<file path="src/logic/neoPkg.sv">
// Shared constants, shrink table and serializer state for the sprite line renderer
// Imported by every RTL module and by the testbench
package neoPkg;

	// Line geometry
	localparam int LINE_WIDTH = 320;
	localparam int X_BITS     = 9;

	// Pixel and palette widths
	localparam int PIX_BITS   = 4;
	localparam int PAL_BITS   = 8;
	localparam int ENTRY_BITS = PAL_BITS + PIX_BITS;

	// One tile row holds 16 colour indices with pixel 0 in the lowest nibble
	localparam int ROW_PIXELS = 16;
	localparam int ROW_BITS   = ROW_PIXELS * PIX_BITS;
	localparam int PAIR_STEPS = ROW_PIXELS / 2;
	localparam int STEP_BITS  = $clog2(PAIR_STEPS);

	// Shrink value width
	localparam int SHRINK_BITS = 4;

	// Command queue size and the sender's starting credits
	localparam int QUEUE_DEPTH = 4;
	localparam int QPTR_BITS   = $clog2(QUEUE_DEPTH);

	// Bit i set in a keep pattern means pixel i survives
	// Value s keeps s+1 pixels spread evenly over the row
	localparam logic [ROW_PIXELS-1:0] SHRINK_MASK [16] = '{
		16'h8000, 16'h8080, 16'h8420, 16'h8888,
		16'h9248, 16'hA4A4, 16'hAA54, 16'hAAAA,
		16'hD5AA, 16'hDADA, 16'hEDB6, 16'hEEEE,
		16'hFBDE, 16'hFEFE, 16'hFFFE, 16'hFFFF
	};

	// Serializer FSM
	typedef enum logic [1:0] {
		SER_IDLE,
		SER_LOAD,
		SER_SHIFT
	} serState;

endpackage

</file>
<file path="src/logic/spriteCmdQueue.sv">
// Sprite command FIFO with credit return
// The sender starts with QUEUE_DEPTH credits and gets one back per pop
`timescale 1ns/1ps

module spriteCmdQueue import neoPkg::*; (
	input  logic                   CK,
	input  logic                   rstN,
	input  logic                   cmdValid,
	input  logic [ROW_BITS-1:0]    cmdPixels,
	input  logic [PAL_BITS-1:0]    cmdPalette,
	input  logic [X_BITS-1:0]      cmdX,
	input  logic [SHRINK_BITS-1:0] cmdShrink,
	input  logic                   qPop,
	output logic                   qValid,
	output logic [ROW_BITS-1:0]    qPixels,
	output logic [PAL_BITS-1:0]    qPalette,
	output logic [X_BITS-1:0]      qX,
	output logic [SHRINK_BITS-1:0] qShrink,
	output logic                   cmdCredit
);

	// One storage array per entry field
	logic [ROW_BITS-1:0]    memPixels [QUEUE_DEPTH];
	logic [PAL_BITS-1:0]    memPalette [QUEUE_DEPTH];
	logic [X_BITS-1:0]      memX [QUEUE_DEPTH];
	logic [SHRINK_BITS-1:0] memShrink [QUEUE_DEPTH];

	logic [QPTR_BITS-1:0] wrPtr;
	logic [QPTR_BITS-1:0] rdPtr;
	logic [QPTR_BITS:0]   count;

	// Credits guarantee a free slot, so a push is never refused
	always_ff @(posedge CK) begin
		if (cmdValid) begin
			memPixels[wrPtr]  <= cmdPixels;
			memPalette[wrPtr] <= cmdPalette;
			memX[wrPtr]       <= cmdX;
			memShrink[wrPtr]  <= cmdShrink;
		end
	end

	// Pointers, occupancy and the credit pulse
	always_ff @(posedge CK) begin
		if (!rstN) begin
			wrPtr     <= '0;
			rdPtr     <= '0;
			count     <= '0;
			cmdCredit <= 1'b0;
		end else begin
			if (cmdValid)
				wrPtr <= wrPtr + 1'b1;
			if (qPop)
				rdPtr <= rdPtr + 1'b1;
			case ({cmdValid, qPop})
				2'b10:   count <= count + 1'b1;
				2'b01:   count <= count - 1'b1;
				default: count <= count;
			endcase
			// Credit goes back the cycle after the slot frees
			cmdCredit <= qPop;
		end
	end

	// Head entry is visible one cycle after its push
	assign qValid   = (count != '0);
	assign qPixels  = memPixels[rdPtr];
	assign qPalette = memPalette[rdPtr];
	assign qX       = memX[rdPtr];
	assign qShrink  = memShrink[rdPtr];

endmodule

</file>
<file path="config.mk">
export PLATFORM = sky130hd
export DESIGN_NAME = spriteCmdQueue
export DESIGN_NICKNAME = d
export VERILOG_FILES = /design/src/logic/neoPkg.sv /design/src/logic/spriteCmdQueue.sv
export SDC_FILE = /design/constraint.sdc
export NUM_CORES = 1
export LEC_CHECK = 0
export BUFFER_PORTS_ARGS = -buffer_cell sky130_fd_sc_hd__clkbuf_2
export CAP_MARGIN = 0
export CORE_ASPECT_RATIO = 0.5
export CORE_MARGIN = 2
export CORE_UTILIZATION = 51
export CTS_CLUSTER_DIAMETER = 30
export CTS_CLUSTER_SIZE = 8
export DETAILED_ROUTE_END_ITERATION = 7
export PLACE_DENSITY = 0.87
export SYNTH_ARGS = -nofsm -noshare
export SYNTH_HDL_FRONTEND = slang
export SYNTH_SLANG_ARGS = --single-unit
</file>
<file path="constraint.sdc">
create_clock -name CK -period 3.2 [get_ports CK]
set_input_delay 0.64 -clock CK [delete_from_list [all_inputs] [get_ports CK]]
set_output_delay 0.64 -clock CK [all_outputs]
set_load 0.1 [all_outputs]
</file>
==> qor.csv, run 1 <==
stage,metric,value,unit
status,outcome,"complete, no violations",
die,dieWidth,228.0,um
timing,rsz0062_at_grt,false,
worst_setup_path,cp-end-kind,output pin,
logic_synthesis,ys_seq_area_share,81.39,%
placed_design,gp_congestion,0.7630,
worst_setup_path,worstPathRequired,2.56,ns
worst_setup_path,cp_cell_sequence,"buf_12, mux4_2, clkbuf_2",
power_and_ir_drop,sw_frac_of_total,28.58,%
global_routing,grt_use_total,19.07,%
timing,fin_skew,0.005290,ns
timing,period_share,93.92,%
power_and_ir_drop,p_leak,0.005334,uW
power_and_ir_drop,pwr-share-clk,39.1,%
global_routing,overflow,0,
logic_synthesis,ys_top_cells_by_area,"edfxtp_1 (80%), mux4_2 (15%), dfxtp_1 (1.6%)",
min_path,worstHoldStart,cmdPixels[52],
timing,finalHoldViolations,0,
power_and_ir_drop,intPower,8771,uW
clock_tree,htreeDepth,2,
worst_setup_path,critPathKind,register to output pin,
logic_synthesis,yosys_register_bits,350,
worst_setup_path,slowest_stage,dfxtp_4,
logic_synthesis,synth.avg_cell_area,26.05,um^2
logic_synthesis,ys_warn_count,0,
clock_tree,cts_resized,0,
logic_synthesis,synth-edff-count,340,
worst_setup_path,arrival,2.37,ns
layout,final_nets,809,
die,fp.dieH,116.0,um
clock_tree,clock_sinks,350,
logic_synthesis,yosysMostFrequentCell,edfxtp_1,
placed_design,dpl.hpwl,15120,um
worst_setup_path,critPathMaxFanout,22,
drt,num_vias,5834,
clock_tree,clock-root-buffer,clkbuf_16,
power_and_ir_drop,seq_power_share,43.5,%
global_routing,antenna_found_initial,2,
clock_tree,clockBufferDepth,3,
timing,relSlewSlack,59.81,%
logic_synthesis,yosys.area.top_type_share,79.82,%
clock_tree,cts_buffers,50,
timing,finalSetupViolCount,0,
timing,maxSlewViolCount,0,
logic_synthesis,synth_area_leader_cell,edfxtp_1,
global_routing,grt_pass1_vias,6483,
power_and_ir_drop,p_switching,3510,uW
die,rows,40,
clock_tree,insertion_delay,0.54,ns
drt,drt_iter0_markers,403,
drt,first_pass_iters,5,
die,fp.coreArea,24320,um^2
clock_tree,path_clk_slew,0.05,ns
clock_tree,cts_tree,built,
worst_setup_path,r2r_start,wrPtr[0]$_SDFFE_PN0P_,
power_and_ir_drop,combPwrFrac,17.3,%
timing,tightestPinTransition,0.6054,ns
logic_synthesis,synthesis.nets,586,
drt,ant_nets,0,
logic_synthesis,synth_cell_types,20,
placed_design,io_buffers,175,
logic_synthesis,async_flop_share,0,%
global_routing,grt_pass1_wl,37360,um
die,floorplan.die_area,26440,um^2
placed_design,place_worst_setup_slack,0.7098,ns
min_path,min_path_type,input pin to register,
timing,holdWs,0.3248,ns
flow_run,drv_cap,0,
layout,syn_to_final_growth,21.74,%
timing,fin_setup_tns,0,ns
global_routing,grt_max_degree,42,
clock_tree,postCtsSetupRepairBufs,0,
die,io_pins,176,
power_and_ir_drop,power,12280,uW
logic_synthesis,synth_area,12790,um^2
logic_synthesis,synthFlopType,edfxtp_1,
drt,avgViaCountPerCell,5.417,
worst_setup_path,critPathLaunchType,register,
timing,worst_slack,0.1945,ns
power_and_ir_drop,peakVddDrop,391.7,uV
logic_synthesis,netlist_instances,491,
layout,drive_gt1_share,45.47,%
drt,wl,24910,um
drt,avgRoutedWirePerCell,23.13,um
clock_tree,hold_buffers,0,
drt,drc_errors,0,
logic_synthesis,yosys-top-cells-count,"edfxtp_1 (340), mux4_2 (85), and2_1 (11)",
worst_setup_path,max_stage_delay,0.57,ns
die,start_util,52.59,%
timing,fmax,0.3327,GHz
timing,period_needed,3.005,ns
power_and_ir_drop,p_per_area,788.7,nW/um^2
[cells by family after synthesis]
group / count (synthesis) / share of synthesized area (%)
and+or+nand+nor: 16 / 0.7435
AOI/OAI and AO/OA: 3 / 0.1370
muxes: 86 / 15.04
DFF: 350 / 81.39
adders and majority gates: 6 / 0.6456
buffers and inverters: 25 / 1.702
xor gates and xnor gates: 5 / 0.3424
[per-layer routing]
layer | GRT usage (%) | wire length, um | vias up
met2 | 32.89 | 13150 | 153
met3 | 4.405 | 1181 | 47
met1 | 23.82 | 9888 | 3077
met4 | 8.322 | 671 | 2
li1 | - | - | 2555
met5 | 0 | 11 | -
[area by class of cell]
type	instances	area, um^2
clock inverters	2	35.03
clock buffers	75	1409
multi-input cells	116	2173
flip-flops and latches	350	10420
inverters	6	22.52
well taps	336	420.4
fillers	1587	8752
diodes	2	5.005
repair buffers	190	1089
[sequential cells by signal, indices dropped and copies added, names as in the netlist, named ones only]
register    flops
count           3
memPalette     32
memShrink      16
memX           36
rdPtr           2
cmdCredit       1
memPixels     256
wrPtr           2
[critical path, delay by kind of cell, from the launching register on]
family	cells	cell delay, ns
multiplexers	1	0.55
buffers and inverters	2	0.69
flip-flops	1	0.57
[power groups by stage]
stage                     sequential (uW)  combinational (uW)  clock [uW]
after global routing                 5360                2200        5080
final                                5350                2130        4800
after floorplan                      5410                1780           0
after CTS                            5350                2150        4870
after global placement               5410                2110           0
after detailed placement             5430                2140           0
[metrics by stage]
step                      util (%)  instance area, um^2  instances
final                        64.02                15570       1077
after global routing         64.01                15570       1076
after CTS                    64.00                15570       1075
after detailed placement     58.06                14120        998
after global placement       58.06                14120        998
after floorplan                  -                12790        491
[worst paths after layout]
kind / slack (ns) / cells after the start / endpoint
max: 0.19 / 3 / qPixels[16]
min: 0.32 / 1 / memPixels[1][52]$_DFFE_PP_
max reg2reg: 1.41 / 3 / memPixels[3][40]$_DFFE_PP_
min reg2reg: 0.51 / 2 / count[2]$_SDFFE_PN0P_
[placed cells by master, fill, tap and decap left out, types with 2 or more instances in the layout]
| cell | n |
|---|---|
| o21ai_0 | 2 |
| edfxtp_1 | 340 |
| clkbuf_2 | 175 |
| buf_12 | 8 |
| and2_1 | 7 |
| diode_2 | 2 |
| xnor2_1 | 2 |
| mux4_2 | 85 |
| nand2_1 | 2 |
| xor2_1 | 3 |
| clkbuf_16 | 53 |
| inv_1 | 6 |
| and2_4 | 4 |
| dfxtp_4 | 2 |
| buf_4 | 7 |
| or3_1 | 2 |
| ha_1 | 5 |
| dfxtp_1 | 8 |
| clkbuf_1 | 22 |
Power figures use the tool's default switching activity.
==> run 2, diff against run 1 <==
--- a/config.mk
+++ b/config.mk
@@ -7,9 +7,11 @@
 export LEC_CHECK = 0
 export BUFFER_PORTS_ARGS = -buffer_cell sky130_fd_sc_hd__clkbuf_2
 export CAP_MARGIN = 0
+export CELL_PAD_IN_SITES_DETAIL_PLACEMENT = 1
+export CELL_PAD_IN_SITES_GLOBAL_PLACEMENT = 1
 export CORE_ASPECT_RATIO = 0.5
 export CORE_MARGIN = 2
-export CORE_UTILIZATION = 51
+export CORE_UTILIZATION = 45
 export CTS_CLUSTER_DIAMETER = 30
 export CTS_CLUSTER_SIZE = 8
 export DETAILED_ROUTE_END_ITERATION = 7
==> qor.csv, run 2 (same netlist as run 1, synthesis figures left out) <==
stage,metric,value,unit
status,outcome,"complete, no violations",
placed_design,dpl.hpwl,17410,um
timing,rsz0062_at_grt,false,
worst_setup_path,cp-end-kind,output pin,
timing,period_needed,3.078,ns
power_and_ir_drop,p_per_area,792.7,nW/um^2
clock_tree,clock_sinks,350,
clock_tree,postCtsSetupRepairBufs,0,
global_routing,grt_pass1_wl,42700,um
worst_setup_path,critPathMaxFanout,31,
layout,syn_to_final_growth,22.43,%
worst_setup_path,reg2regPathDepth,4,
drt,avgViaCountPerCell,5.354,
placed_design,gp_congestion,0.7530,
min_path,hold_depth,1,
drt,first_pass_iters,5,
drt,ant_nets,0,
layout,drive_gt1_share,46.05,%
die,start_util,45.99,%
worst_setup_path,rrSetupSlack,1.39,ns
timing,relSlewSlack,60.16,%
worst_setup_path,arrival,2.44,ns
clock_tree,hold_buffers,0,
clock_tree,clockBufferDepth,3,
timing,period_share,96.18,%
flow_run,drv_cap,0,
worst_setup_path,cp.depth,3,
clock_tree,clock-root-buffer,clkbuf_16,
worst_setup_path,crit_family,buffers and inverters,
global_routing,overflow,0,
clock_tree,cts_resized,0,
drt,drt_iter0_markers,506,
timing,finalSetupViolCount,0,
power_and_ir_drop,p_switching,3656,uW
die,dieWidth,242.4,um
power_and_ir_drop,intPower,8758,uW
layout,largestRegisters,"memPixels x256, memX x36, memPalette x32",
worst_setup_path,crit_path_end,qShrink[2],
worst_setup_path,critPathLaunchType,register,
layout,largest_reg_flops,256,
timing,maxSlewViolCount,0,
layout,regMostFlops,memPixels,
global_routing,antenna_found_initial,4,
layout,final_nets,810,
placed_design,dpl_cell_area,14200,um^2
worst_setup_path,path_buf_inv,2,
worst_setup_path,cp_cell_sequence,"buf_12, mux4_2, clkbuf_2",
die,rows,43,
power_and_ir_drop,peakVddDrop,387.4,uV
die,fp.dieH,123.2,um
clock_tree,insertion_delay,0.55,ns
power_and_ir_drop,combPwrFrac,17.4,%
worst_setup_path,slowest_stage,mux4_2,
layout,final_common_cell,edfxtp_1,
global_routing,grt_use_total,19.59,%
layout,final.fill_count,2419,
global_routing,grt_pass1_vias,6682,
layout,multi_input_area,2173,um^2
clock_tree,htreeDepth,2,
die,fp.coreArea,27820,um^2
drt,num_vias,6002,
min_path,min_path_type,input pin to register,
worst_setup_path,critPathKind,register to output pin,
clock_tree,cts_buffers,51,
power_and_ir_drop,sw_frac_of_total,29.45,%
timing,fin_skew,0.01308,ns
placed_design,io_buffers,175,
power_and_ir_drop,p_leak,0.005347,uW
timing,fmax,0.3249,GHz
worst_setup_path,timing.rr.end,memPixels[2][59]$_DFFE_PP_,
drt,drc_errors,0,
die,io_pins,176,
drt,avgRoutedWirePerCell,26.02,um
layout,seqCellArea,10420,um^2
power_and_ir_drop,seq_power_share,43.2,%
layout,final_cell_area,15660,um^2
timing,fin_setup_tns,0,ns
timing,tightestPinTransition,0.5976,ns
worst_setup_path,max_stage_delay,0.57,ns
clock_tree,cts_tree,built,
die,floorplan.die_area,29870,um^2
power_and_ir_drop,power,12410,uW
layout,layout_common_cells,"edfxtp_1 (340), clkbuf_2 (175), mux4_2 (85), clkbuf_16 (53), clkbuf_1 (13)",
global_routing,grt_max_degree,40,
clock_tree,path_clk_slew,0.05,ns
power_and_ir_drop,pwr-share-clk,39.4,%
layout,finish.utilization,56.30,%
timing,finalHoldViolations,0,
drt,wl,29170,um
worst_setup_path,worstPathRequired,2.56,ns
worst_setup_path,r2r_start,wrPtr[0]$_SDFFE_PN0P_,
==> run 2: changes by cell type in the layout (fill, tap and decap cells not counted), sizes merged <==
cell / change
inv: +1
clkinv: +3
diode: +3
clkbuf: -9
==> run 2: worst min path at each step <==
stage / startpoint / to / slack [ns]
after CTS: cmdPixels[10] / memPixels[3][10]$_DFFE_PP_ / 0.28
after global placement: count[2]$_SDFFE_PN0P_ / count[2]$_SDFFE_PN0P_ / 0.47
after detailed placement: count[2]$_SDFFE_PN0P_ / count[2]$_SDFFE_PN0P_ / 0.51
after floorplan: count[2]$_SDFFE_PN0P_ / count[2]$_SDFFE_PN0P_ / 0.46
after global routing: cmdPixels[9] / memPixels[1][9]$_DFFE_PP_ / 0.29
final: cmdPixels[10] / memPixels[3][10]$_DFFE_PP_ / 0.30
==> run 2: area by class of cell <==
class	instances	area share, %
inverters	6	0.1438
repair buffers	190	7.111
flip-flops and latches	350	66.52
clock buffers	66	8.781
clock inverters	6	0.4314
multi-input cells	116	13.88
diodes	5	0.07990
well taps	382	3.052
==> run 2: routing by layer <==
metal / vias to the layer above / part of all wire (%) / GRT usage, %
met1: 3189 / 38 / 23.98
met4: 0 / 3.7 / 9.259
met5: - / 0 / 0
met3: 64 / 4.6 / 3.820
met2: 211 / 53 / 34.35
li1: 2538 / - / -
==> run 2: power by group through the flow <==
stage,logic [uW],registers (uW),clock network (uW)
6_report,2150,5360,4890
5_1_grt,2220,5380,5150
4_1_cts,2170,5370,4980
3_5_place_dp,2160,5450,0
3_3_place_gp,2120,5420,0
2_1_floorplan,1780,5410,0
==> run 2: worst register-to-register path, cell delays in order (launching register included) <==
cell     delay [ns]
dfxtp_1        0.34
inv_1          0.09
ha_1           0.15
and2_4         0.51
buf_4          0.40
==> run 2: through the flow <==
step	instances	hold slack (ns)	setup slack, ns
finish	1121	0.3036	0.1222
CTS	1116	0.2801	0.07248
global placement	1044	0.4714	0.6863
detailed placement	1044	0.5138	0.6804
floorplan	491	0.4597	0.1328
global route	1120	0.2875	0.01239
