`src/logic/neoPkg.sv`:
```
// Shared constants, shrink table and serializer state for the sprite line renderer
// Imported by every RTL module and by the testbench
package neoPkg;

	// Line geometry
	localparam int LINE_WIDTH = 320;
	localparam int X_BITS     = 9;

	// Pixel and palette widths
	localparam int PIX_BITS   = 4;
	localparam int PAL_BITS   = 8;
	localparam int ENTRY_BITS = PAL_BITS + PIX_BITS;

	// One tile row holds 16 colour indices with pixel 0 in the lowest nibble
	localparam int ROW_PIXELS = 16;
	localparam int ROW_BITS   = ROW_PIXELS * PIX_BITS;
	localparam int PAIR_STEPS = ROW_PIXELS / 2;
	localparam int STEP_BITS  = $clog2(PAIR_STEPS);

	// Shrink value width
	localparam int SHRINK_BITS = 4;

	// Command queue size and the sender's starting credits
	localparam int QUEUE_DEPTH = 4;
	localparam int QPTR_BITS   = $clog2(QUEUE_DEPTH);

	// Bit i set in a keep pattern means pixel i survives
	// Value s keeps s+1 pixels spread evenly over the row
	localparam logic [ROW_PIXELS-1:0] SHRINK_MASK [16] = '{
		16'h8000, 16'h8080, 16'h8420, 16'h8888,
		16'h9248, 16'hA4A4, 16'hAA54, 16'hAAAA,
		16'hD5AA, 16'hDADA, 16'hEDB6, 16'hEEEE,
		16'hFBDE, 16'hFEFE, 16'hFFFE, 16'hFFFF
	};

	// Serializer FSM
	typedef enum logic [1:0] {
		SER_IDLE,
		SER_LOAD,
		SER_SHIFT
	} serState;

endpackage

```
`src/logic/hShrink.sv`:
```
// Horizontal shrink pattern generator
// Load a shrink value, then each step drops the current even/odd keep pair
`timescale 1ns/1ps

module hShrink import neoPkg::*; (
	input  logic                   CK,
	input  logic                   rstN,
	input  logic [SHRINK_BITS-1:0] shrink,
	input  logic                   shrinkLoad,
	input  logic                   shrinkStep,
	output logic                   keepA,
	output logic                   keepB
);

	// Bit 0 of the keep pattern is the next even pixel
	// The chip splits this over two 8-bit chains, one per pixel phase
	logic [ROW_PIXELS-1:0] pattern;

	always_ff @(posedge CK) begin
		if (!rstN) begin
			pattern <= '0;
		end else if (shrinkLoad) begin
			pattern <= SHRINK_MASK[shrink];
		end else if (shrinkStep) begin
			// Two pixels per clock
			pattern <= {2'b00, pattern[ROW_PIXELS-1:2]};
		end
	end

	// Even pixel of the pair
	assign keepA = pattern[0];

	// Odd pixel of the pair
	assign keepB = pattern[1];

endmodule

```
`config.mk`:
```
export PLATFORM = sky130hd
export DESIGN_NAME = hShrink
export DESIGN_NICKNAME = d
export VERILOG_FILES = /design/src/logic/neoPkg.sv /design/src/logic/hShrink.sv
export SDC_FILE = /design/constraint.sdc
export NUM_CORES = 1
export LEC_CHECK = 0
export ABC_AREA = 1
export ABC_CLOCK_PERIOD_IN_PS = 2250
export BUFFER_PORTS_ARGS = -buffer_cell sky130_fd_sc_hd__buf_2
export CELL_PAD_IN_SITES_DETAIL_PLACEMENT = 1
export CELL_PAD_IN_SITES_GLOBAL_PLACEMENT = 1
export CORE_MARGIN = 2
export CORE_UTILIZATION = 44
export DETAILED_ROUTE_END_ITERATION = 16
export PLACE_DENSITY = 0.91
export RECOVER_POWER = 25
export SYNTH_ARGS = -nofsm -noshare
export SYNTH_HDL_FRONTEND = slang
export SYNTH_SLANG_ARGS = --single-unit
```
`constraint.sdc`:
```
create_clock -name CK -period 2.25 [get_ports CK]
set_input_delay 0.1125 -clock CK [delete_from_list [all_inputs] [get_ports CK]]
set_output_delay 0.1125 -clock CK [all_outputs]
set_load 0.01 [all_outputs]
```
==> results.cfg, run 1 <==
[min_path]
hold_depth = 3
hold_path.class = in2reg
hold_end = pattern[9]$_SDFFE_PN0P_
hp-start = rstN

[grt]
grt_pass1_vias = 934
grt_overflow = 0
grt_util_all_layers = 0.225
grt_max_degree = 18
antenna_found_initial = 0
grt_pass1_wl_mm = 4.38

[sta]
min_period_over_period = 0.541
tightestPinTransition_ps = 717
min_period_ps = 1220
tns_ps = 0
slew_headroom = 0.522
rsz0062_at_grt = false
setup_viol = 0
drv_slew = 0
fmax_mhz = 821
finClkSkew_ps = 5.22
setup_ws_ps = 1030
hold_viol_final = 0

[finish]
largest_register_ffs = 16
reg_top3 = pattern: 16 flops
diodes = 0
drive_gt1_frac = 0.137
syn_to_final_growth_pct = 6.31
largest_register = pattern
nNetsFinal = 161

[run]
max-cap-violations = 0

[clock_network]
cts_buffer_depth = 2
clk-insertion-delay-late_ps = 290
clk_pin_slew_ps = 100
htree_levels = 1
cts_tree = yes
cts_resized = 0
cts_setup_buffers = 0
cts-buffers-inserted = 3
clock-sinks = 16
cts-root-buf = clkbuf_4
hold_buffers = 0

[worst_setup_path]
cp_max_fo = 17
crit_required_ps = 2410
worstReg2RegEnd = pattern[12]$_SDFFE_PN0P_
cp.arrival_ps = 1380
cp_cell_sequence = clkbuf_1 > nor2_1 > inv_4 > nand2_1 > o211ai_1 > a21oi_1
r2r_start = pattern[14]$_SDFFE_PN0P_
end_kind = register
rrSetupSlack_ps = 1420
max_stage_delay_ps = 530
crit_type = in2reg
reg2regPathDepth = 4
startpoint_type = input port
cp_slowest_cell = clkbuf_1

[power]
ir_drop_mv = 0.275
leakagePower_uw = 0.000472
powerDensity_nw_per_um2 = 616

[synth]
ys_seq_area_frac = 0.329
yosysTopAreaCell = dfxtp_1
syn_inst = 138
synth.top_cell.area_share = 0.329
yosysWarnings = 0
ys_top_cells_by_count = nand2_1, a21oi_1, dfxtp_1, o21ai_0, inv_1
synth-seq-cells = 16
synthesis.nets = 152
synth-main-ff-cell = dfxtp_1
synth_top_cells_by_area = dfxtp_1, nand2_1, a21oi_1
synth.avg_cell_area_um2 = 7.04
synth.most_common_cell = nand2_1
synth_area_um2 = 972
synth_edf_count = 0
yosysUniqueCellTypes = 21
async_flop_share = 0

[placed_design]
gp_congestion = 0.819
dpl.hpwl_mm = 1.90
place_worst_setup_slack_ps = 970
io_buffers = 9

[route]
route.antenna.remaining_nets = 0
wire_per_inst_um = 14.9
wirelength_mm = 2.60
drtIter0Drc = 19
drc = 0
dr_total_vias = 947
firstDrtPassIters = 4
viasPerCell = 5.44

[outcome]
status = finished, final reports clean

[die]
num_io_pins = 10
die_h_um = 51.0
row_count = 17
core_um2 = 2150
die_area_um2 = 2600
die_x_um = 51.0
start_util = 0.453
[layout by cell type (no fill, tap or decap)]
master,count
inv_2,2
nor2_1,7
a21oi_1,16
nor2_4,1
o21ai_0,16
a21oi_2,3
a211oi_2,1
clkbuf_4,3
o31ai_1,1
a31oi_1,1
nand3_1,4
inv_1,13
nand2_1,36
o21ai_1,4
inv_4,1
ha_1,6
o211ai_1,4
clkbuf_1,1
buf_2,8
clkbuf_8,1
nor3_1,1
dfxtp_1,16
[layer usage]
metal	GRT usage	vias up	wire length [um]
met4	0.0856	0	40
met3	0.00877	5	42
met5	0	-	0
met2	0.396	14	1290
li1	-	471	-
met1	0.288	457	1220
[critical path, delay by kind of cell]
kind	cells	cell delay (ps)
AND/OR/NAND/NOR	2	360
AO/OA/AOI/OAI	2	150
buffers and inverters	2	760
[power breakdown]
group / switching [uW] / total [uW] / internal [uW] / leakage, uW
registers: 11.1 / 316 / 305 / 0.000133
logic: 85.0 / 127 / 41.6 / 0.000318
clock network: 95.1 / 194 / 98.7 / 0.0000210
total: 191 / 637 / 446 / 0.000472
[cell families (layout without fill, tap and decap cells)]
logic type,count (synthesis),count (layout),synth area share
AOI/OAI and AO/OA,46,46,0.270
adders and majority gates,6,6,0.0772
buffers and inverters,21,29,0.112
DFF,16,16,0.329
and+or+nand+nor,49,49,0.211
[layout make-up]
class,count,area [um2]
clock buffer,4,36.3
fill,299,1110
inverter,16,62.6
multi-input combinational,101,536
sequential,16,320
tap,28,35.0
timing repair buffer,9,43.8
[per-stage QoR]
step	hold WS [ps]	cell area [um2]	total power, uW	utilization	cells
2_1_floorplan	272	972	411	-	138
3_3_place_gp	473	1010	441	0.468	170
3_5_place_dp	482	1010	448	0.468	170
4_1_cts	168	1040	640	0.485	174
5_1_grt	170	1030	674	0.481	174
6_report	170	1030	637	0.481	174
[how the worst max path moves through the flow]
stage                          start                        to  slack (ps)  cells past startpoint
after floorplan            shrink[0]   pattern[2]$_SDFFE_PN0P_        1340                      6
after global placement     shrink[0]   pattern[3]$_SDFFE_PN0P_        1070                      8
after detailed placement   shrink[0]   pattern[3]$_SDFFE_PN0P_         970                      8
after CTS                  shrink[0]   pattern[3]$_SDFFE_PN0P_        1270                      8
after global routing      shrinkLoad   pattern[2]$_SDFFE_PN0P_         920                      5
final                     shrinkLoad  pattern[12]$_SDFFE_PN0P_        1030                      6
Note: power is estimated with default switching activity, not from simulation.
==> run 2: changes to the inputs <==
--- a/config.mk
+++ b/config.mk
@@ -5,15 +5,15 @@
 export SDC_FILE = /design/constraint.sdc
 export NUM_CORES = 1
 export LEC_CHECK = 0
-export ABC_AREA = 1
-export ABC_CLOCK_PERIOD_IN_PS = 2250
+export ABC_AREA = 0
+export ABC_CLOCK_PERIOD_IN_PS = 1100
 export BUFFER_PORTS_ARGS = -buffer_cell sky130_fd_sc_hd__buf_2
 export CELL_PAD_IN_SITES_DETAIL_PLACEMENT = 1
 export CELL_PAD_IN_SITES_GLOBAL_PLACEMENT = 1
 export CORE_MARGIN = 2
-export CORE_UTILIZATION = 44
+export CORE_UTILIZATION = 39
 export DETAILED_ROUTE_END_ITERATION = 16
-export PLACE_DENSITY = 0.91
+export PLACE_DENSITY = 0.82
 export RECOVER_POWER = 25
 export SYNTH_ARGS = -nofsm -noshare
 export SYNTH_HDL_FRONTEND = slang
==> constraint.sdc (replaced) <==
create_clock -name CK -period 1.1 [get_ports CK]
set_input_delay 0.055 -clock CK [delete_from_list [all_inputs] [get_ports CK]]
set_output_delay 0.055 -clock CK [all_outputs]
set_load 0.01 [all_outputs]
==> results.cfg, run 2 <==
[synth]
synth-seq-cells = 16
synth_edf_count = 0
ys_top_cells_by_count = dfxtp_1, mux2i_1, nand2_1
synth.top_cell.area_share = 0.323
synth-main-ff-cell = dfxtp_1
synth_top_cells_by_area = dfxtp_1, mux2i_1, ha_1
synth.most_common_cell = dfxtp_1
syn_inst = 108
async_flop_share = 0
yosysTopAreaCell = dfxtp_1
synth_area_um2 = 991
synthesis.nets = 122
synth.avg_cell_area_um2 = 9.18
yosysUniqueCellTypes = 36
ys_seq_area_frac = 0.323
yosysWarnings = 0

[sta]
rsz0062_at_grt = false
tightestPinTransition_ps = 337
hold_viol_final = 0
slew_headroom = 0.776
setup_viol = 0
min_period_ps = 913
fin_hold_ws_ps = 112
finClkSkew_ps = 2.43
drv_slew = 0
fmax_mhz = 1100
min_period_over_period = 0.830

[clock_network]
cts_setup_buffers = 0
hold_buffers = 0
htree_levels = 1
clk-insertion-delay-late_ps = 290
cts-root-buf = clkbuf_4
cts_tree = yes
cts_buffer_depth = 2
cts_resized = 0
clk_pin_slew_ps = 90
cts-buffers-inserted = 3
clock-sinks = 16

[die]
die_area_um2 = 2960
start_util = 0.407
row_count = 18
die_h_um = 54.4
die_x_um = 54.4
num_io_pins = 10
core_um2 = 2430

[finish]
reg_top3 = pattern: 16 flops
largest_register_ffs = 16
final_util = 0.450
drive_gt1_frac = 0.225
nNetsFinal = 135
final_cells = 150
largest_register = pattern
fillerInstances = 309
layout_common_cells = dfxtp_1, mux2i_1, nand2_1
final_common_cell = dfxtp_1
syn_to_final_growth_pct = 10.5
diodes = 0

[worst_setup_path]
reg2regPathDepth = 2
crit_required_ps = 1290
worstReg2RegEnd = pattern[6]$_SDFFE_PN0P_
max_stage_delay_ps = 330
rrSetupSlack_ps = 190
cp_max_fo = 2
startpoint = pattern[8]$_SDFFE_PN0P_
cp_cell_sequence = mux2_1 > o211a_1
r2r_start = pattern[8]$_SDFFE_PN0P_
critPathCapture = pattern[6]$_SDFFE_PN0P_
crit_type = reg2reg
end_kind = register
startpoint_type = register
cp.arrival_ps = 1110
cp_slowest_cell = dfxtp_1

[power]
powerDensity_nw_per_um2 = 1190
ir_drop_mv = 0.582
power.total_uw = 1300
leakagePower_uw = 0.000508

[route]
wire_per_inst_um = 15.2
route.antenna.remaining_nets = 0
met3_wirelength_um = 50
wl_met1_mm = 1.03
highest_layer = met4
met2_wirelength_mm = 1.15
wirelength_mm = 2.29
viasPerCell = 5.45
drc = 0
firstDrtPassIters = 3
drtIter0Drc = 3
dr_total_vias = 818

[grt]
antenna_found_initial = 0
grt_max_degree = 22
grt_util_all_layers = 0.181
grt_pass1_wl_mm = 3.69
grt_pass1_vias = 804
grt_overflow = 0

[placed_design]
io_buffers = 9
placed_cells = 146
gp_congestion = 0.756
dpl.hpwl_mm = 1.75

[run]
max-cap-violations = 0

[min_path]
hold_path.class = in2reg

[outcome]
status = finished, final reports clean
[run 2: cell count changes after synthesis, moves of 3 or more]
| cell | change |
|---|---|
| buf_2 | +3 |
| mux2_1 | +3 |
| inv_1 | -10 |
| nor2_1 | -6 |
| nand3_1 | -3 |
| nor2b_1 | +3 |
| mux2_2 | +3 |
| mux2i_1 | +10 |
| nand2_1 | -27 |
| o21ai_0 | -9 |
| and3_1 | +3 |
| a21oi_2 | -3 |
| a21oi_1 | -11 |
[run 2: per-layer routing]
| metal | GRT usage | up-vias |
|---|---|---|
| met1 | 0.211 | 393 |
| met5 | 0 | - |
| met3 | 0.0273 | 5 |
| met4 | 0.117 | 0 |
| li1 | - | 408 |
| met2 | 0.307 | 12 |
[run 2: layout make-up]
type	instances	area [um2]	share of cell area
clock buffer	4	36.3	0.0331
inverter	5	18.8	0.0171
multi-input combinational	79	587	0.536
tap	30	37.5	0.0343
sequential	16	320	0.293
timing repair buffer	16	95.1	0.0869
[run 2: worst min-delay path by stage]
stage / to / cells after the start / slack, ps / from
after CTS: pattern[6]$_SDFFE_PN0P_ / 2 / 110 / rstN
final: pattern[6]$_SDFFE_PN0P_ / 2 / 110 / rstN
after floorplan: pattern[2]$_SDFFE_PN0P_ / 2 / 200 / rstN
after global routing: pattern[6]$_SDFFE_PN0P_ / 2 / 120 / rstN
after detailed placement: pattern[6]$_SDFFE_PN0P_ / 2 / 430 / rstN
after global placement: pattern[6]$_SDFFE_PN0P_ / 2 / 420 / rstN
[run 2: kinds of logic after synthesis]
logic type      after synthesis  synth area share
compound gates               29             0.187
simple gates                 28             0.160
fa+ha+maj                     6            0.0758
mux                          16             0.169
flops                        16             0.323
buf+inv                      13            0.0846
[run 2: critical path: cells and delay by family (launching register included)]
kind,cells,cell delay (ps)
muxes,1,290
DFF,1,330
AOI/OAI and AO/OA,1,200
[run 2: metrics by stage]
step           setup WS, ps  area [um2]  setup TNS (ps)
5_1_grt                 121        1090               0
3_5_place_dp          -85.5        1060            -160
4_1_cts                 188        1100               0
2_1_floorplan           166         991               0
3_3_place_gp           4.35        1060               0
6_report                187        1090               0
[run 2: report_power, final]
group	total (uW)	switching (uW)	leakage (uW)	internal (uW)
registers	647	24.4	0.000133	622
clock network	397	195	0.0000210	202
logic	255	137	0.000354	118
total	1300	357	0.000508	943
==> run 3: changes to the inputs <==
--- a/config.mk
+++ b/config.mk
@@ -5,13 +5,13 @@
 export SDC_FILE = /design/constraint.sdc
 export NUM_CORES = 1
 export LEC_CHECK = 0
-export ABC_AREA = 0
-export ABC_CLOCK_PERIOD_IN_PS = 1100
+export ABC_AREA = 1
+export ABC_CLOCK_PERIOD_IN_PS = 800
 export BUFFER_PORTS_ARGS = -buffer_cell sky130_fd_sc_hd__buf_2
 export CELL_PAD_IN_SITES_DETAIL_PLACEMENT = 1
 export CELL_PAD_IN_SITES_GLOBAL_PLACEMENT = 1
 export CORE_MARGIN = 2
-export CORE_UTILIZATION = 39
+export CORE_UTILIZATION = 37
 export DETAILED_ROUTE_END_ITERATION = 16
 export PLACE_DENSITY = 0.82
 export RECOVER_POWER = 25
==> constraint.sdc (replaced) <==
create_clock -name CK -period 0.8 [get_ports CK]
set_input_delay 0.04 -clock CK [delete_from_list [all_inputs] [get_ports CK]]
set_output_delay 0.04 -clock CK [all_outputs]
set_load 0.01 [all_outputs]
==> results.cfg, run 3 (synthesis results as in run 1) <==
[outcome]
status = finished, violations left
violations = negative setup slack

[grt]
grt_overflow = 0
antenna_found_initial = 0
grt_util_all_layers = 0.214
grt_max_degree = 18
grt_pass1_wl_mm = 5.06
grt_pass1_vias = 1087

[route]
drc = 0
firstDrtPassIters = 4
drtIter0Drc = 14
wirelength_mm = 3.11
wire_per_inst_um = 15.8
viasPerCell = 5.14
route.antenna.remaining_nets = 0
dr_total_vias = 1012

[finish]
layout_common_cells = nand2_1, buf_4, a21oi_1
syn_to_final_growth_pct = 30.0
reg_top3 = pattern: 16 flops
diodes = 0
final_common_cell = nand2_1
nNetsFinal = 182
drive_gt1_frac = 0.335
final_area_um2 = 1260
largest_register = pattern
largest_register_ffs = 16

[clock_network]
cts_buffer_depth = 2
clock-sinks = 16
cts_tree = yes
clk-insertion-delay-late_ps = 300
hold_buffers = 0
htree_levels = 1
cts-buffers-inserted = 3
clk_pin_slew_ps = 100
cts-root-buf = clkbuf_4

[die]
row_count = 18
die_area_um2 = 3050
num_io_pins = 10
start_util = 0.392
die_x_um = 55.3
core_um2 = 2480
die_h_um = 55.3

[sta]
tns_ps = -7.43
fmax_mhz = 1240
hold_viol_final = 0
tightestPinTransition_ps = 328
setup_viol = 2
drv_slew = 0
fin_hold_ws_ps = 78.8
slew_headroom = 0.779
finClkSkew_ps = 3.30
min_period_ps = 807
setup_ws_ps = -6.82
min_period_over_period = 1.01
rsz0062_at_grt = true

[power]
powerDensity_nw_per_um2 = 1550
leakagePower_uw = 0.000583
power.total_uw = 1960
ir_drop_mv = 1.68

[worst_setup_path]
cp_cell_sequence = nand2_1 > o21ai_1 > inv_1 > a21oi_2
crit_type = reg2reg
cp_slowest_cell = dfxtp_2
startpoint_type = register
crit_required_ps = 1040
end_kind = register
crit_buf_inv = 1
cp_max_fo = 2
max_stage_delay_ps = 340
cp.arrival_ps = 1040
crit_family = flip-flops

[placed_design]
io_buffers = 9
placed_cell_area_um2 = 1190
dpl.hpwl_mm = 2.37
gp_congestion = 0.853

[min_path]
hold_path.class = in2reg

[run]
max-cap-violations = 0
==> run 3: changes by cell type in the layout (fill, tap and decap cells not counted), sizes merged, moves of 8 or more <==
cell	change
buf	+16
o21ai	+9
a21oi	+14
nor2	+8
mux2i	-10
inv	+11
nand2	+27
==> run 3: layout make-up <==
type	count	area [um2]
fill	331	1210
multi-input combinational	101	574
sequential	16	325
timing repair buffer	30	228
inverter	16	62.6
tap	30	37.5
clock buffer	4	36.3
==> run 3: final timing paths <==
path / start / endpoint / slack, ps / cells past startpoint
hold / removal: rstN / pattern[9]$_SDFFE_PN0P_ / 80 / 3
setup reg to reg: pattern[10]$_SDFFE_PN0P_ / pattern[10]$_SDFFE_PN0P_ / -7 / 4
setup / recovery: pattern[10]$_SDFFE_PN0P_ / pattern[10]$_SDFFE_PN0P_ / -7 / 4
hold reg to reg: pattern[13]$_SDFFE_PN0P_ / pattern[13]$_SDFFE_PN0P_ / 530 / 2
==> run 3: worst register-to-register path: stages (launching register included) <==
cell,delay (ps)
dfxtp_2,340
nand2_1,80
o21ai_1,140
inv_1,60
a21oi_2,130
==> run 3: layer usage <==
layer / GRT usage / up-vias / part of all wire
li1: - / 513 / -
met1: 0.246 / 474 / 0.43
met2: 0.364 / 18 / 0.51
met3: 0.0679 / 7 / 0.040
met4: 0.0871 / 0 / 0.017
met5: 0 / - / 0
==> run 3: repair_timing <==
item	in CTS	in global routing
setup buffers	0	0
endpoints found under the setup margin	5	10
cloned	0	0
pin swaps	1	4
resized for setup	7	12
endpoints found under the hold margin	0	0
==> run 3: stage by stage <==
step,std cells,setup WS [ps],util
floorplan,138,-1.69,-
global placement,193,-223,0.481
detailed placement,193,-300,0.481
CTS,197,1.56,0.504
global route,197,-34.4,0.510
finish,197,-6.82,0.510
==> run 3: where the power goes <==
| part | total (uW) | internal [uW] | leakage [uW] | switching [uW] |
|---|---|---|---|---|
| combinational | 489 | 210 | 0.000428 | 279 |
| sequential | 898 | 862 | 0.000134 | 36.5 |
| clock | 575 | 278 | 0.0000210 | 297 |
| total | 1960 | 1350 | 0.000583 | 612 |
