<file path="config.mk">
export PLATFORM = sky130hd
export DESIGN_NAME = pixelSerializer
export DESIGN_NICKNAME = d
export VERILOG_FILES = /design/src/logic/neoPkg.sv /design/src/logic/pixelSerializer.sv
export SDC_FILE = /design/constraint.sdc
export NUM_CORES = 1
export LEC_CHECK = 0
export ABC_AREA = 1
export BUFFER_PORTS_ARGS = -buffer_cell sky130_fd_sc_hd__buf_4
export CELL_PAD_IN_SITES_DETAIL_PLACEMENT = 1
export CELL_PAD_IN_SITES_GLOBAL_PLACEMENT = 1
export CORE_MARGIN = 5
export CORE_UTILIZATION = 38
export CTS_CLUSTER_SIZE = 8
export DETAILED_ROUTE_END_ITERATION = 8
export PLACE_DENSITY_LB_ADDON = 0.1
export SYNTH_ARGS = -nofsm -noshare
export SYNTH_HDL_FRONTEND = slang
export SYNTH_SLANG_ARGS = --single-unit
</file>
<file path="constraint.sdc">
create_clock -name CK -period 7.4 [get_ports CK]
set_clock_uncertainty 0.1 [all_clocks]
set_input_delay 0 -clock CK [delete_from_list [all_inputs] [get_ports CK]]
set_output_delay 0 -clock CK [all_outputs]
set_load 0.03 [all_outputs]
</file>
<file path="src/logic/neoPkg.sv">
// Shared constants, shrink table and serializer state for the sprite line renderer
// Imported by every RTL module and by the testbench
package neoPkg;

	// Line geometry
	localparam int LINE_WIDTH = 320;
	localparam int X_BITS     = 9;

	// Pixel and palette widths
	localparam int PIX_BITS   = 4;
	localparam int PAL_BITS   = 8;
	localparam int ENTRY_BITS = PAL_BITS + PIX_BITS;

	// One tile row holds 16 colour indices with pixel 0 in the lowest nibble
	localparam int ROW_PIXELS = 16;
	localparam int ROW_BITS   = ROW_PIXELS * PIX_BITS;
	localparam int PAIR_STEPS = ROW_PIXELS / 2;
	localparam int STEP_BITS  = $clog2(PAIR_STEPS);

	// Shrink value width
	localparam int SHRINK_BITS = 4;

	// Command queue size and the sender's starting credits
	localparam int QUEUE_DEPTH = 4;
	localparam int QPTR_BITS   = $clog2(QUEUE_DEPTH);

	// Bit i set in a keep pattern means pixel i survives
	// Value s keeps s+1 pixels spread evenly over the row
	localparam logic [ROW_PIXELS-1:0] SHRINK_MASK [16] = '{
		16'h8000, 16'h8080, 16'h8420, 16'h8888,
		16'h9248, 16'hA4A4, 16'hAA54, 16'hAAAA,
		16'hD5AA, 16'hDADA, 16'hEDB6, 16'hEEEE,
		16'hFBDE, 16'hFEFE, 16'hFFFE, 16'hFFFF
	};

	// Serializer FSM
	typedef enum logic [1:0] {
		SER_IDLE,
		SER_LOAD,
		SER_SHIFT
	} serState;

endpackage

</file>
<file path="src/logic/pixelSerializer.sv">
// Tile row serializer, two pixels per clock
// Pops a command, loads the shrink pattern and packs kept pixels into line buffer writes
`timescale 1ns/1ps

module pixelSerializer import neoPkg::*; (
	input  logic                   CK,
	input  logic                   rstN,
	input  logic                   qValid,
	input  logic [ROW_BITS-1:0]    qPixels,
	input  logic [PAL_BITS-1:0]    qPalette,
	input  logic [X_BITS-1:0]      qX,
	input  logic [SHRINK_BITS-1:0] qShrink,
	output logic                   qPop,
	output logic                   shrinkLoad,
	output logic                   shrinkStep,
	output logic [SHRINK_BITS-1:0] shrink,
	input  logic                   keepA,
	input  logic                   keepB,
	output logic                   wrEnA,
	output logic [X_BITS-1:0]      wrXA,
	output logic                   wrEnB,
	output logic [X_BITS-1:0]      wrXB,
	output logic [2*ENTRY_BITS-1:0] wrData,
	output logic                   idle
);

	serState state;
	logic [STEP_BITS-1:0] stepCnt;
	logic lastStep;

	// Current command with its row shifting down one pixel pair per step
	logic [ROW_BITS-1:0]    pixReg;
	logic [PAL_BITS-1:0]    palReg;
	logic [SHRINK_BITS-1:0] shrinkReg;

	// Running X has a spare bit so a row running past 511 never wraps
	logic [X_BITS:0] curX;
	logic [X_BITS:0] xA;
	logic [X_BITS:0] xB;

	logic [PIX_BITS-1:0] pixA;
	logic [PIX_BITS-1:0] pixB;

	assign lastStep = (state == SER_SHIFT) && (stepCnt == STEP_BITS'(PAIR_STEPS - 1));

	// Pop from idle, or on the last pair so commands run back to back
	assign qPop = qValid && ((state == SER_IDLE) || lastStep);

	always_ff @(posedge CK) begin
		if (!rstN) begin
			state   <= SER_IDLE;
			stepCnt <= '0;
		end else begin
			case (state)
				SER_IDLE: begin
					if (qValid)
						state <= SER_LOAD;
				end
				SER_LOAD: begin
					stepCnt <= '0;
					state   <= SER_SHIFT;
				end
				default: begin
					stepCnt <= stepCnt + 1'b1;
					if (lastStep)
						state <= qValid ? SER_LOAD : SER_IDLE;
				end
			endcase
		end
	end

	// Payload is captured at pop and stepped in SER_SHIFT
	always_ff @(posedge CK) begin
		if (state == SER_SHIFT) begin
			pixReg <= pixReg >> (2 * PIX_BITS);
			curX   <= curX + (X_BITS+1)'(keepA) + (X_BITS+1)'(keepB);
		end
		if (qPop) begin
			pixReg    <= qPixels;
			palReg    <= qPalette;
			shrinkReg <= qShrink;
			curX      <= {1'b0, qX};
		end
	end

	// Shrink block control
	assign shrink     = shrinkReg;
	assign shrinkLoad = (state == SER_LOAD);
	assign shrinkStep = (state == SER_SHIFT);

	assign pixA = pixReg[PIX_BITS-1:0];
	assign pixB = pixReg[2*PIX_BITS-1:PIX_BITS];

	// Odd pixel lands right after the even one only if that was kept
	assign xA = curX;
	assign xB = curX + (X_BITS+1)'(keepA);

	// Colour 0 is transparent but still uses its X slot
	assign wrEnA = (state == SER_SHIFT) && keepA && (pixA != '0) && !xA[X_BITS];
	assign wrEnB = (state == SER_SHIFT) && keepB && (pixB != '0) && !xB[X_BITS];
	assign wrXA  = xA[X_BITS-1:0];
	assign wrXB  = xB[X_BITS-1:0];

	// B entry in the high half and A entry in the low half
	assign wrData = {palReg, pixB, palReg, pixA};

	assign idle = (state == SER_IDLE);

endmodule

</file>
==> results of run 1 <==
-- placed cells by master, fill, tap and decap left out, types with 3 or more instances in the layout --
cell type      count
inv_2              7
clkbuf_16          9
nand3_1           12
o21ai_0            3
nor2_2             5
dlygate4sd3_1     87
dfxtp_1            6
nor2_1            18
inv_1             27
nand2_2            7
edfxtp_1          85
buf_4            143
nand2_1          213
ha_1               7
nand4_1            4
a21oi_1            6
-- stage by stage --
step	hold slack, ps	instances
2_1_floorplan	-1.13	458
3_3_place_gp	79.0	704
3_5_place_dp	80.1	704
4_1_cts	144	807
5_1_grt	213	809
6_report	159	809
-- worst min-delay path, cell delays in order --
cell	delay, ps
buf_4	90
ha_1	170
ha_1	130
nand2_1	40
nand2_1	60
-- sequential cells by signal, indices dropped and copies added (netlist names) --
| signal | count |
|---|---|
| pixReg | 64 |
| curX | 10 |
| shrink | 4 |
| stepCnt | 3 |
| state | 2 |
| palReg | 8 |
-- layer usage --
layer  up-vias  part of all wire  track usage
met5         -                 0            0
met2        85              0.55        0.342
met1      1740              0.39        0.199
met3        11             0.041       0.0432
met4         0             0.013       0.0659
li1       1853                 -            -
-- logic make-up after synthesis --
logic type,share of synthesized area
xor+xnor,0.00398
simple gates,0.251
buf+inv,0.0957
fa+ha+maj,0.0199
compound gates,0.0224
flops,0.607
-- where the power goes --
| part | internal (W) | switching [W] |
|---|---|---|
| logic | 0.000154 | 0.000228 |
| clock network | 0.000261 | 0.000192 |
| registers | 0.000657 | 0.0000302 |
| total | 0.00107 | 0.000450 |
-- repair_timing --
item / CTS / global route
endpoints found under the hold margin: 90 / 0
hold buffers: 87 / 0
buffers inserted: 0 / 0
-- area by class of cell --
cell class	count	area [um2]
multi-input cells	293	1330
inverters	34	128
diodes	2	5.00
clock inverters	5	52.6
well taps	143	179
repair buffers	230	1940
fillers	1256	4820
flip-flops and latches	91	2670
clock buffers	11	233
-- worst min-delay path by stage --
stage / end / slack (ps) / from / cells past startpoint
after floorplan: palReg[0] / -1 / qPalette[0] / 0
after global placement: palReg[2] / 80 / qPalette[2] / 1
after detailed placement: palReg[7] / 80 / qPalette[7] / 1
after CTS: curX[1] / 140 / keepB / 5
after global routing: curX[1] / 210 / keepB / 5
final: curX[1] / 160 / keepB / 5
-- synth_stat cells, types with 2 or more instances --
cell type	number	area [um2]
nand4_1	4	25.0
inv_2	7	26.3
nor4_1	2	12.5
nor2_2	5	31.3
nand3_2	2	20.0
o21ai_0	4	20.0
dfxtp_1	6	120
inv_1	27	101
a21oi_1	6	30.0
clkbuf_1	4	15.0
buf_4	32	240
edfxtp_1	85	2550
nand2_1	213	800
nor2_4	2	22.5
buf_6	3	33.8
ha_1	7	87.6
nand2_2	7	43.8
nand3_1	13	65.1
nor2_1	18	67.6
==> flow_metrics.py, run 1 <==
metrics = {
    "setup_path": {
        "end_kind": "flip-flop",
        "critPathArrivalTime_ps": 3900,
        "cp_slowest_cell": "inv_2",
        "crit_chain": "ha_1, ha_1, or2_1, nand3_4, inv_2, buf_4, nand2_1, nand2_1, dlygate4sd3_1",
        "critPathBufInv": 3,
        "path_class": "reg -> reg",
        "endpoint": "curX[0]",
        "path_depth": 9,
        "critPathMaxStageDelay_ps": 730,
        "cp_top_family": "buffers and inverters",
        "path_max_fanout": 74,
        "r2r_slack_ps": 3610,
        "startpoint_type": "flip-flop",
        "crit_start": "stepCnt[0]",
        "timing.rr.end": "curX[0]",
        "cp.required_ps": 7510,
        "r2r_start": "stepCnt[0]",
        "rr_worst_depth": 9,
    },
    "place": {
        "post_dp_cell_area_um2": 5390,
        "portBuffers": 141,
        "place.gp.congestion": 0.742,
        "dpl_worst_slack_ps": 3960,
        "dp_hpwl_um": 7430,
    },
    "floorplan": {
        "fp.dieArea_um2": 13800,
        "initial_core_util": 0.387,
        "die_w_um": 118,
        "core_um2": 11400,
        "rows": 39,
        "pin_count": 142,
        "die_y_um": 118,
    },
    "timing": {
        "rsz0062_at_grt": "no",
        "maxSlewViolCount": 0,
        "max_freq_ghz": 0.264,
        "fin_setup_tns_ps": 0,
        "finalWorstSetupSlack_ps": 3610,
        "period_share": 0.512,
        "min_period_ps": 3790,
        "slew_headroom": 0.432,
        "hold_viol_final": 0,
        "tightest_slew_ps": 853,
        "setup_viol": 0,
    },
    "logic_synthesis": {
        "syn_area_per_cell_um2": 9.62,
        "synth_fp_nets": 555,
        "synth_edf_count": 85,
        "synth_top_flop_cell": "edfxtp_1",
        "synth-seq-cells": 91,
        "ys_warn_count": 0,
        "syn-instance-count": 458,
        "ys_async_sr_fraction": 0,
        "ys_types": 30,
        "netlist_area_um2": 4400,
        "ys_seq_area_frac": 0.607,
    },
    "grt": {
        "grt_pass1_wl_um": 20500,
        "grt_overflow_total": 0,
        "track_usage": 0.183,
        "antenna_found_initial": 2,
        "grt_max_degree": 75,
        "grt_pass1_vias": 4110,
    },
    "routing": {
        "firstDrtPassIters": 4,
        "vias": 3689,
        "wl_per_cell_um": 15.3,
        "ant_nets": 0,
        "drc": 0,
        "wl_um": 12400,
        "drt_iter0_drc": 132,
        "viasPerCell": 4.56,
    },
    "min_path": {
        "hold_class": "in -> reg",
    },
    "clock_network": {
        "clock-root-buffer": "clkbuf_16",
        "ctsHtreeMaxLevel": 3,
        "clk_pin_slew_ps": 60,
        "cts.path.max_buffers": 2,
        "cts_tree": "done",
        "cts-buffers-inserted": 9,
        "clock-sinks": 91,
        "clk_latency_ps": 340,
        "post_cts_resized": 0,
    },
    "layout": {
        "finalNetCount": 756,
        "syn2layout_area_growth_pct": 48.7,
        "post-route-util": 0.576,
        "stdcell_area_um2": 6550,
        "drive_gt1_frac": 0.277,
    },
    "pwr": {
        "p_per_area_nw_per_um2": 232,
        "max-vdd-ir-drop_v": 0.000122,
        "power.leakage_nw": 3.03,
        "power_w": 0.00152,
    },
    "job": {
        "maxCapViolations": 0,
    },
    "outcome": {
        "outcome": "completed",
    },
}
(Power assumes the default switching activity.)
==> run 2, diff against run 1 <==
CORE_UTILIZATION = 34   (was 38)
clock period = 3.3 ns   (was 7.4 ns; I/O delays follow)
==> flow_metrics.py, run 2 (synthesized netlist as in run 1, its figures left out) <==
metrics = {
    "timing": {
        "slew_headroom": 0.433,
        "period_share": 0.878,
        "maxSlewViolCount": 0,
        "rsz0062_at_grt": "no",
        "hold_viol_final": 0,
        "min_period_ps": 2900,
        "setup_viol": 0,
        "tightest_slew_ps": 848,
        "max_freq_ghz": 0.345,
        "finalWorstSetupSlack_ps": 404,
        "fin_setup_tns_ps": 0,
    },
    "place": {
        "place.gp.congestion": 0.793,
        "dpl_worst_slack_ps": 671,
        "dp_hpwl_um": 7390,
        "portBuffers": 141,
        "post_dp_cell_area_um2": 5440,
    },
    "setup_path": {
        "critPathArrivalTime_ps": 3010,
        "r2r_slack_ps": 400,
        "end_kind": "flip-flop",
        "rr_worst_depth": 9,
        "startpoint_type": "flip-flop",
        "path_max_fanout": 59,
        "r2r_start": "stepCnt[0]",
        "cp.required_ps": 3410,
        "path_class": "reg -> reg",
        "timing.rr.end": "curX[0]",
        "endpoint": "curX[0]",
        "crit_start": "stepCnt[0]",
    },
    "layout": {
        "largestRegisters": "pixReg x64, curX x10, palReg x8",
        "syn2layout_area_growth_pct": 49.9,
        "drive_gt1_frac": 0.278,
        "stdcell_area_um2": 6600,
        "layout_common_cells": "nand2_1 (213), buf_4 (142), dlygate4sd3_1 (87)",
        "final_common_cell": "nand2_1",
        "largest_reg_flops": 64,
        "fill_cells": 1428,
        "antenna_cells": 0,
        "finalNetCount": 757,
        "largest_register": "pixReg",
    },
    "min_path": {
        "hold_start": "qValid",
        "hold_class": "in -> reg",
    },
    "clock_network": {
        "clock-root-buffer": "clkbuf_16",
        "clk_pin_slew_ps": 60,
        "cts-buffers-inserted": 9,
        "clock-sinks": 91,
        "ctsHtreeMaxLevel": 3,
        "clk_latency_ps": 340,
        "cts.path.max_buffers": 2,
        "cts_tree": "done",
        "post_cts_buffers": 0,
    },
    "outcome": {
        "outcome": "completed",
    },
    "routing": {
        "ant_nets": 0,
        "firstDrtPassIters": 4,
        "wl_per_cell_um": 14.1,
        "drc": 0,
        "wl_um": 11800,
        "viasPerCell": 4.38,
        "vias": 3665,
        "drt_iter0_drc": 131,
    },
    "floorplan": {
        "fp.dieArea_um2": 15300,
        "core_um2": 12700,
        "die_w_um": 124,
        "rows": 41,
        "die_y_um": 124,
        "initial_core_util": 0.348,
        "pin_count": 142,
    },
    "pwr": {
        "power.leakage_nw": 3.04,
        "power_w": 0.00342,
        "max-vdd-ir-drop_v": 0.000325,
        "p_per_area_nw_per_um2": 517,
    },
    "grt": {
        "grt_pass1_wl_um": 18800,
        "met1_usage": 0.185,
        "grt_max_degree": 60,
        "top_usage_layer": "met2",
        "grt_overflow_total": 0,
        "grt_use_met2": 0.290,
        "met3_usage": 0.0341,
        "antenna_found_initial": 0,
        "grt_pass1_vias": 3929,
        "track_usage": 0.160,
    },
    "job": {
        "maxCapViolations": 0,
    },
}
-- run 2: cell types whose count changed in the layout (fill, tap and decap cells not counted) --
cell / delta
buf_4: -1
diode_2: -2
buf_12: +1
buf_6: +1
clkinv_1: -1
clkbuf_1: +1
-- run 2: timing repair --
item	in CTS	in global routing
resized for setup	0	1
hold buffers	87	0
endpoints found under the setup margin	0	1
endpoints found under the hold margin	90	0
-- run 2: worst min-delay path by stage --
stage                     end  slack (ps)  depth (start not counted)
floorplan           palReg[0]          -1                          0
detailed placement  palReg[2]          80                          1
global placement    palReg[5]          80                          1
finish               state[0]          70                          3
CTS                  state[0]          70                          3
global route         state[0]         100                          3
-- run 2: power by group --
part | internal (W) | switching [W] | total [W] | leakage, nW
logic | 0.000350 | 0.000506 | 0.000856 | 2.02
registers | 0.00147 | 0.0000625 | 0.00153 | 0.882
clock network | 0.000589 | 0.000437 | 0.00103 | 0.141
total | 0.00241 | 0.00101 | 0.00342 | 3.04
-- run 2: critical path, stage by stage (launching register included) --
cell and delay, ps:
dfxtp_1 360, ha_1 160, ha_1 130, or2_1 160
nand3_4 240, inv_2 440, buf_6 420, nand2_1 90
nand2_1 70, dlygate4sd3_1 530
-- run 2: cell type report --
class                      instances  area, um2  share of cell area
sequential                        91       2670               0.405
timing repair buffer             231       1970               0.298
multi-input combinational        293       1330               0.202
clock buffer                      12        236              0.0358
tap                              172        215              0.0326
inverter                          34        128              0.0193
clock inverter                     4       48.8             0.00739
-- run 2: routing by layer --
| metal | vias up | share of wire |
|---|---|---|
| met2 | 83 | 0.54 |
| li1 | 1849 | - |
| met3 | 11 | 0.047 |
| met5 | - | 0 |
| met1 | 1722 | 0.40 |
| met4 | 0 | 0.015 |
-- run 2: per-stage QoR --
step,hold slack [ps],instances,util
final,72.3,837,0.521
after global placement,78.9,734,0.430
after CTS,68.4,837,0.521
after detailed placement,79.6,734,0.430
after global routing,100,837,0.521
after floorplan,-1.13,458,-
==> run 3, diff against run 2 <==
PLACE_DENSITY = 0.85   (was default)
PLACE_DENSITY_LB_ADDON = default   (was 0.1)
==> flow_metrics.py, run 3 (synthesized netlist as in run 1, its figures left out) <==
metrics = {
    "setup_path": {
        "r2r_start": "stepCnt[0]",
        "r2r_slack_ps": 330,
        "cp.required_ps": 3410,
        "critPathBufInv": 3,
        "endpoint": "curX[0]",
        "path_class": "reg -> reg",
        "path_depth": 9,
        "rr_worst_depth": 9,
        "cp_top_family": "buffers and inverters",
        "timing.rr.end": "curX[0]",
        "startpoint_type": "flip-flop",
        "crit_chain": "ha_1, ha_1, or2_1, nand3_4, inv_2, buf_4, nand2_1, nand2_1, dlygate4sd3_1",
        "path_max_fanout": 35,
        "end_kind": "flip-flop",
        "cp_slowest_cell": "dlygate4sd3_1",
        "crit_start": "stepCnt[0]",
        "critPathArrivalTime_ps": 3080,
        "critPathMaxStageDelay_ps": 570,
    },
    "timing": {
        "maxSlewViolCount": 0,
        "hold_slack_ps": 158,
        "min_period_ps": 2970,
        "hold_viol_final": 0,
        "period_share": 0.901,
        "slew_headroom": 0.692,
        "fin_setup_tns_ps": 0,
        "setup_viol": 0,
        "tightest_slew_ps": 461,
        "max_freq_ghz": 0.336,
        "rsz0062_at_grt": "no",
    },
    "layout": {
        "syn2layout_area_growth_pct": 50.3,
        "largest_register": "pixReg",
        "largest_reg_flops": 64,
        "layout_common_cells": "nand2_1 (213), buf_4 (144), dlygate4sd3_1 (87)",
        "drive_gt1_frac": 0.276,
        "finalNetCount": 759,
        "largestRegisters": "pixReg x64, curX x10, palReg x8",
        "final_common_cell": "nand2_1",
    },
    "outcome": {
        "outcome": "completed",
    },
    "routing": {
        "wl_per_cell_um": 17.1,
        "ant_nets": 0,
        "drt_iter0_drc": 179,
        "viasPerCell": 4.58,
        "dr.max_layer_used": "met4",
        "firstDrtPassIters": 4,
        "wl_um": 14400,
        "wl_met2_um": 7920,
        "wl_met1_um": 5140,
        "drc": 0,
        "vias": 3845,
        "met3WireLength_um": 976,
    },
    "min_path": {
        "hold_depth": 5,
        "hold_class": "in -> reg",
    },
    "clock_network": {
        "clock-sinks": 91,
        "cts.path.max_buffers": 2,
        "clk_pin_slew_ps": 60,
        "cts-buffers-inserted": 9,
        "ctsHtreeMaxLevel": 3,
        "clock-root-buffer": "clkbuf_16",
        "cts_tree": "done",
        "clk_latency_ps": 350,
    },
    "place": {
        "dp_hpwl_um": 8660,
        "place.gp.congestion": 0.875,
        "portBuffers": 141,
    },
    "grt": {
        "grt_overflow_total": 0,
        "grt_pass1_vias": 4359,
        "antenna_found_initial": 1,
        "track_usage": 0.197,
        "grt_max_degree": 44,
        "grt_pass1_wl_um": 22600,
    },
    "job": {
        "maxCapViolations": 0,
    },
    "pwr": {
        "power_w": 0.00345,
        "power.leakage_nw": 3.05,
        "p_per_area_nw_per_um2": 521,
        "max-vdd-ir-drop_v": 0.000255,
    },
    "floorplan": {
        "rows": 41,
        "pin_count": 142,
        "initial_core_util": 0.348,
        "fp.dieArea_um2": 15300,
        "core_um2": 12700,
        "die_y_um": 124,
        "die_w_um": 124,
    },
}
==> run 3: changes by cell type in the layout (fill, tap and decap cells not counted), sizes merged <==
cell | previous run | this run
buf | 144 | 146
inv | 35 | 34
clkinv | 2 | 3
diode | 0 | 1
==> run 3: layout make-up <==
class | instances | area [um2]
Antenna cell | 1 | 2.50
Clock buffer | 12 | 236
Clock inverter | 4 | 41.3
Fill cell | 1424 | 6050
Inverter | 34 | 128
Multi-Input combinational cell | 293 | 1330
Sequential cell | 91 | 2670
Tap cell | 172 | 215
Timing Repair Buffer | 233 | 1990
==> run 3: repair_timing <==
item,4_1_cts,5_1_grt
hold buffers,87,0
gates resized for setup,0,0
setup buffers,0,0
endpoints found under the hold margin,90,0
==> run 3: how the worst min path moves through the flow <==
stage                     end   startpoint  slack (ps)
floorplan           palReg[0]  qPalette[0]          -1
global placement    palReg[3]  qPalette[3]          80
detailed placement  palReg[0]  qPalette[0]          80
CTS                   curX[1]        keepB         150
global route          curX[1]        keepB         180
finish                curX[1]        keepB         160
==> run 3: through the flow <==
stage / worst slack, ps / instance area, um2 / cells / utilization
2_1_floorplan: 371 / 4410 / 458 / -
4_1_cts: 311 / 6620 / 839 / 0.522
3_5_place_dp: 749 / 5470 / 736 / 0.432
6_report: 328 / 6620 / 840 / 0.523
5_1_grt: 110 / 6620 / 840 / 0.523
3_3_place_gp: 920 / 5470 / 736 / 0.432
==> run 3: layer usage <==
layer / up-vias / GRT usage
met1: 1823 / 0.201
met4: 0 / 0.0768
li1: 1856 / -
met2: 138 / 0.383
met3: 28 / 0.0459
met5: - / 0
==> run 3: worst reg2reg max path, delay by kind of cell (launching register included) <==
family | cells | cell delay [ps]
flops | 1 | 370
buf+inv | 3 | 1340
fa+ha+maj | 2 | 350
simple gates | 4 | 680
==> run 3: report_power, final <==
group          switching, W  internal [W]  total, W
Clock              0.000428      0.000581   0.00101
Combinational      0.000537      0.000357  0.000894
Sequential        0.0000740       0.00147   0.00155
Total               0.00104       0.00241   0.00345
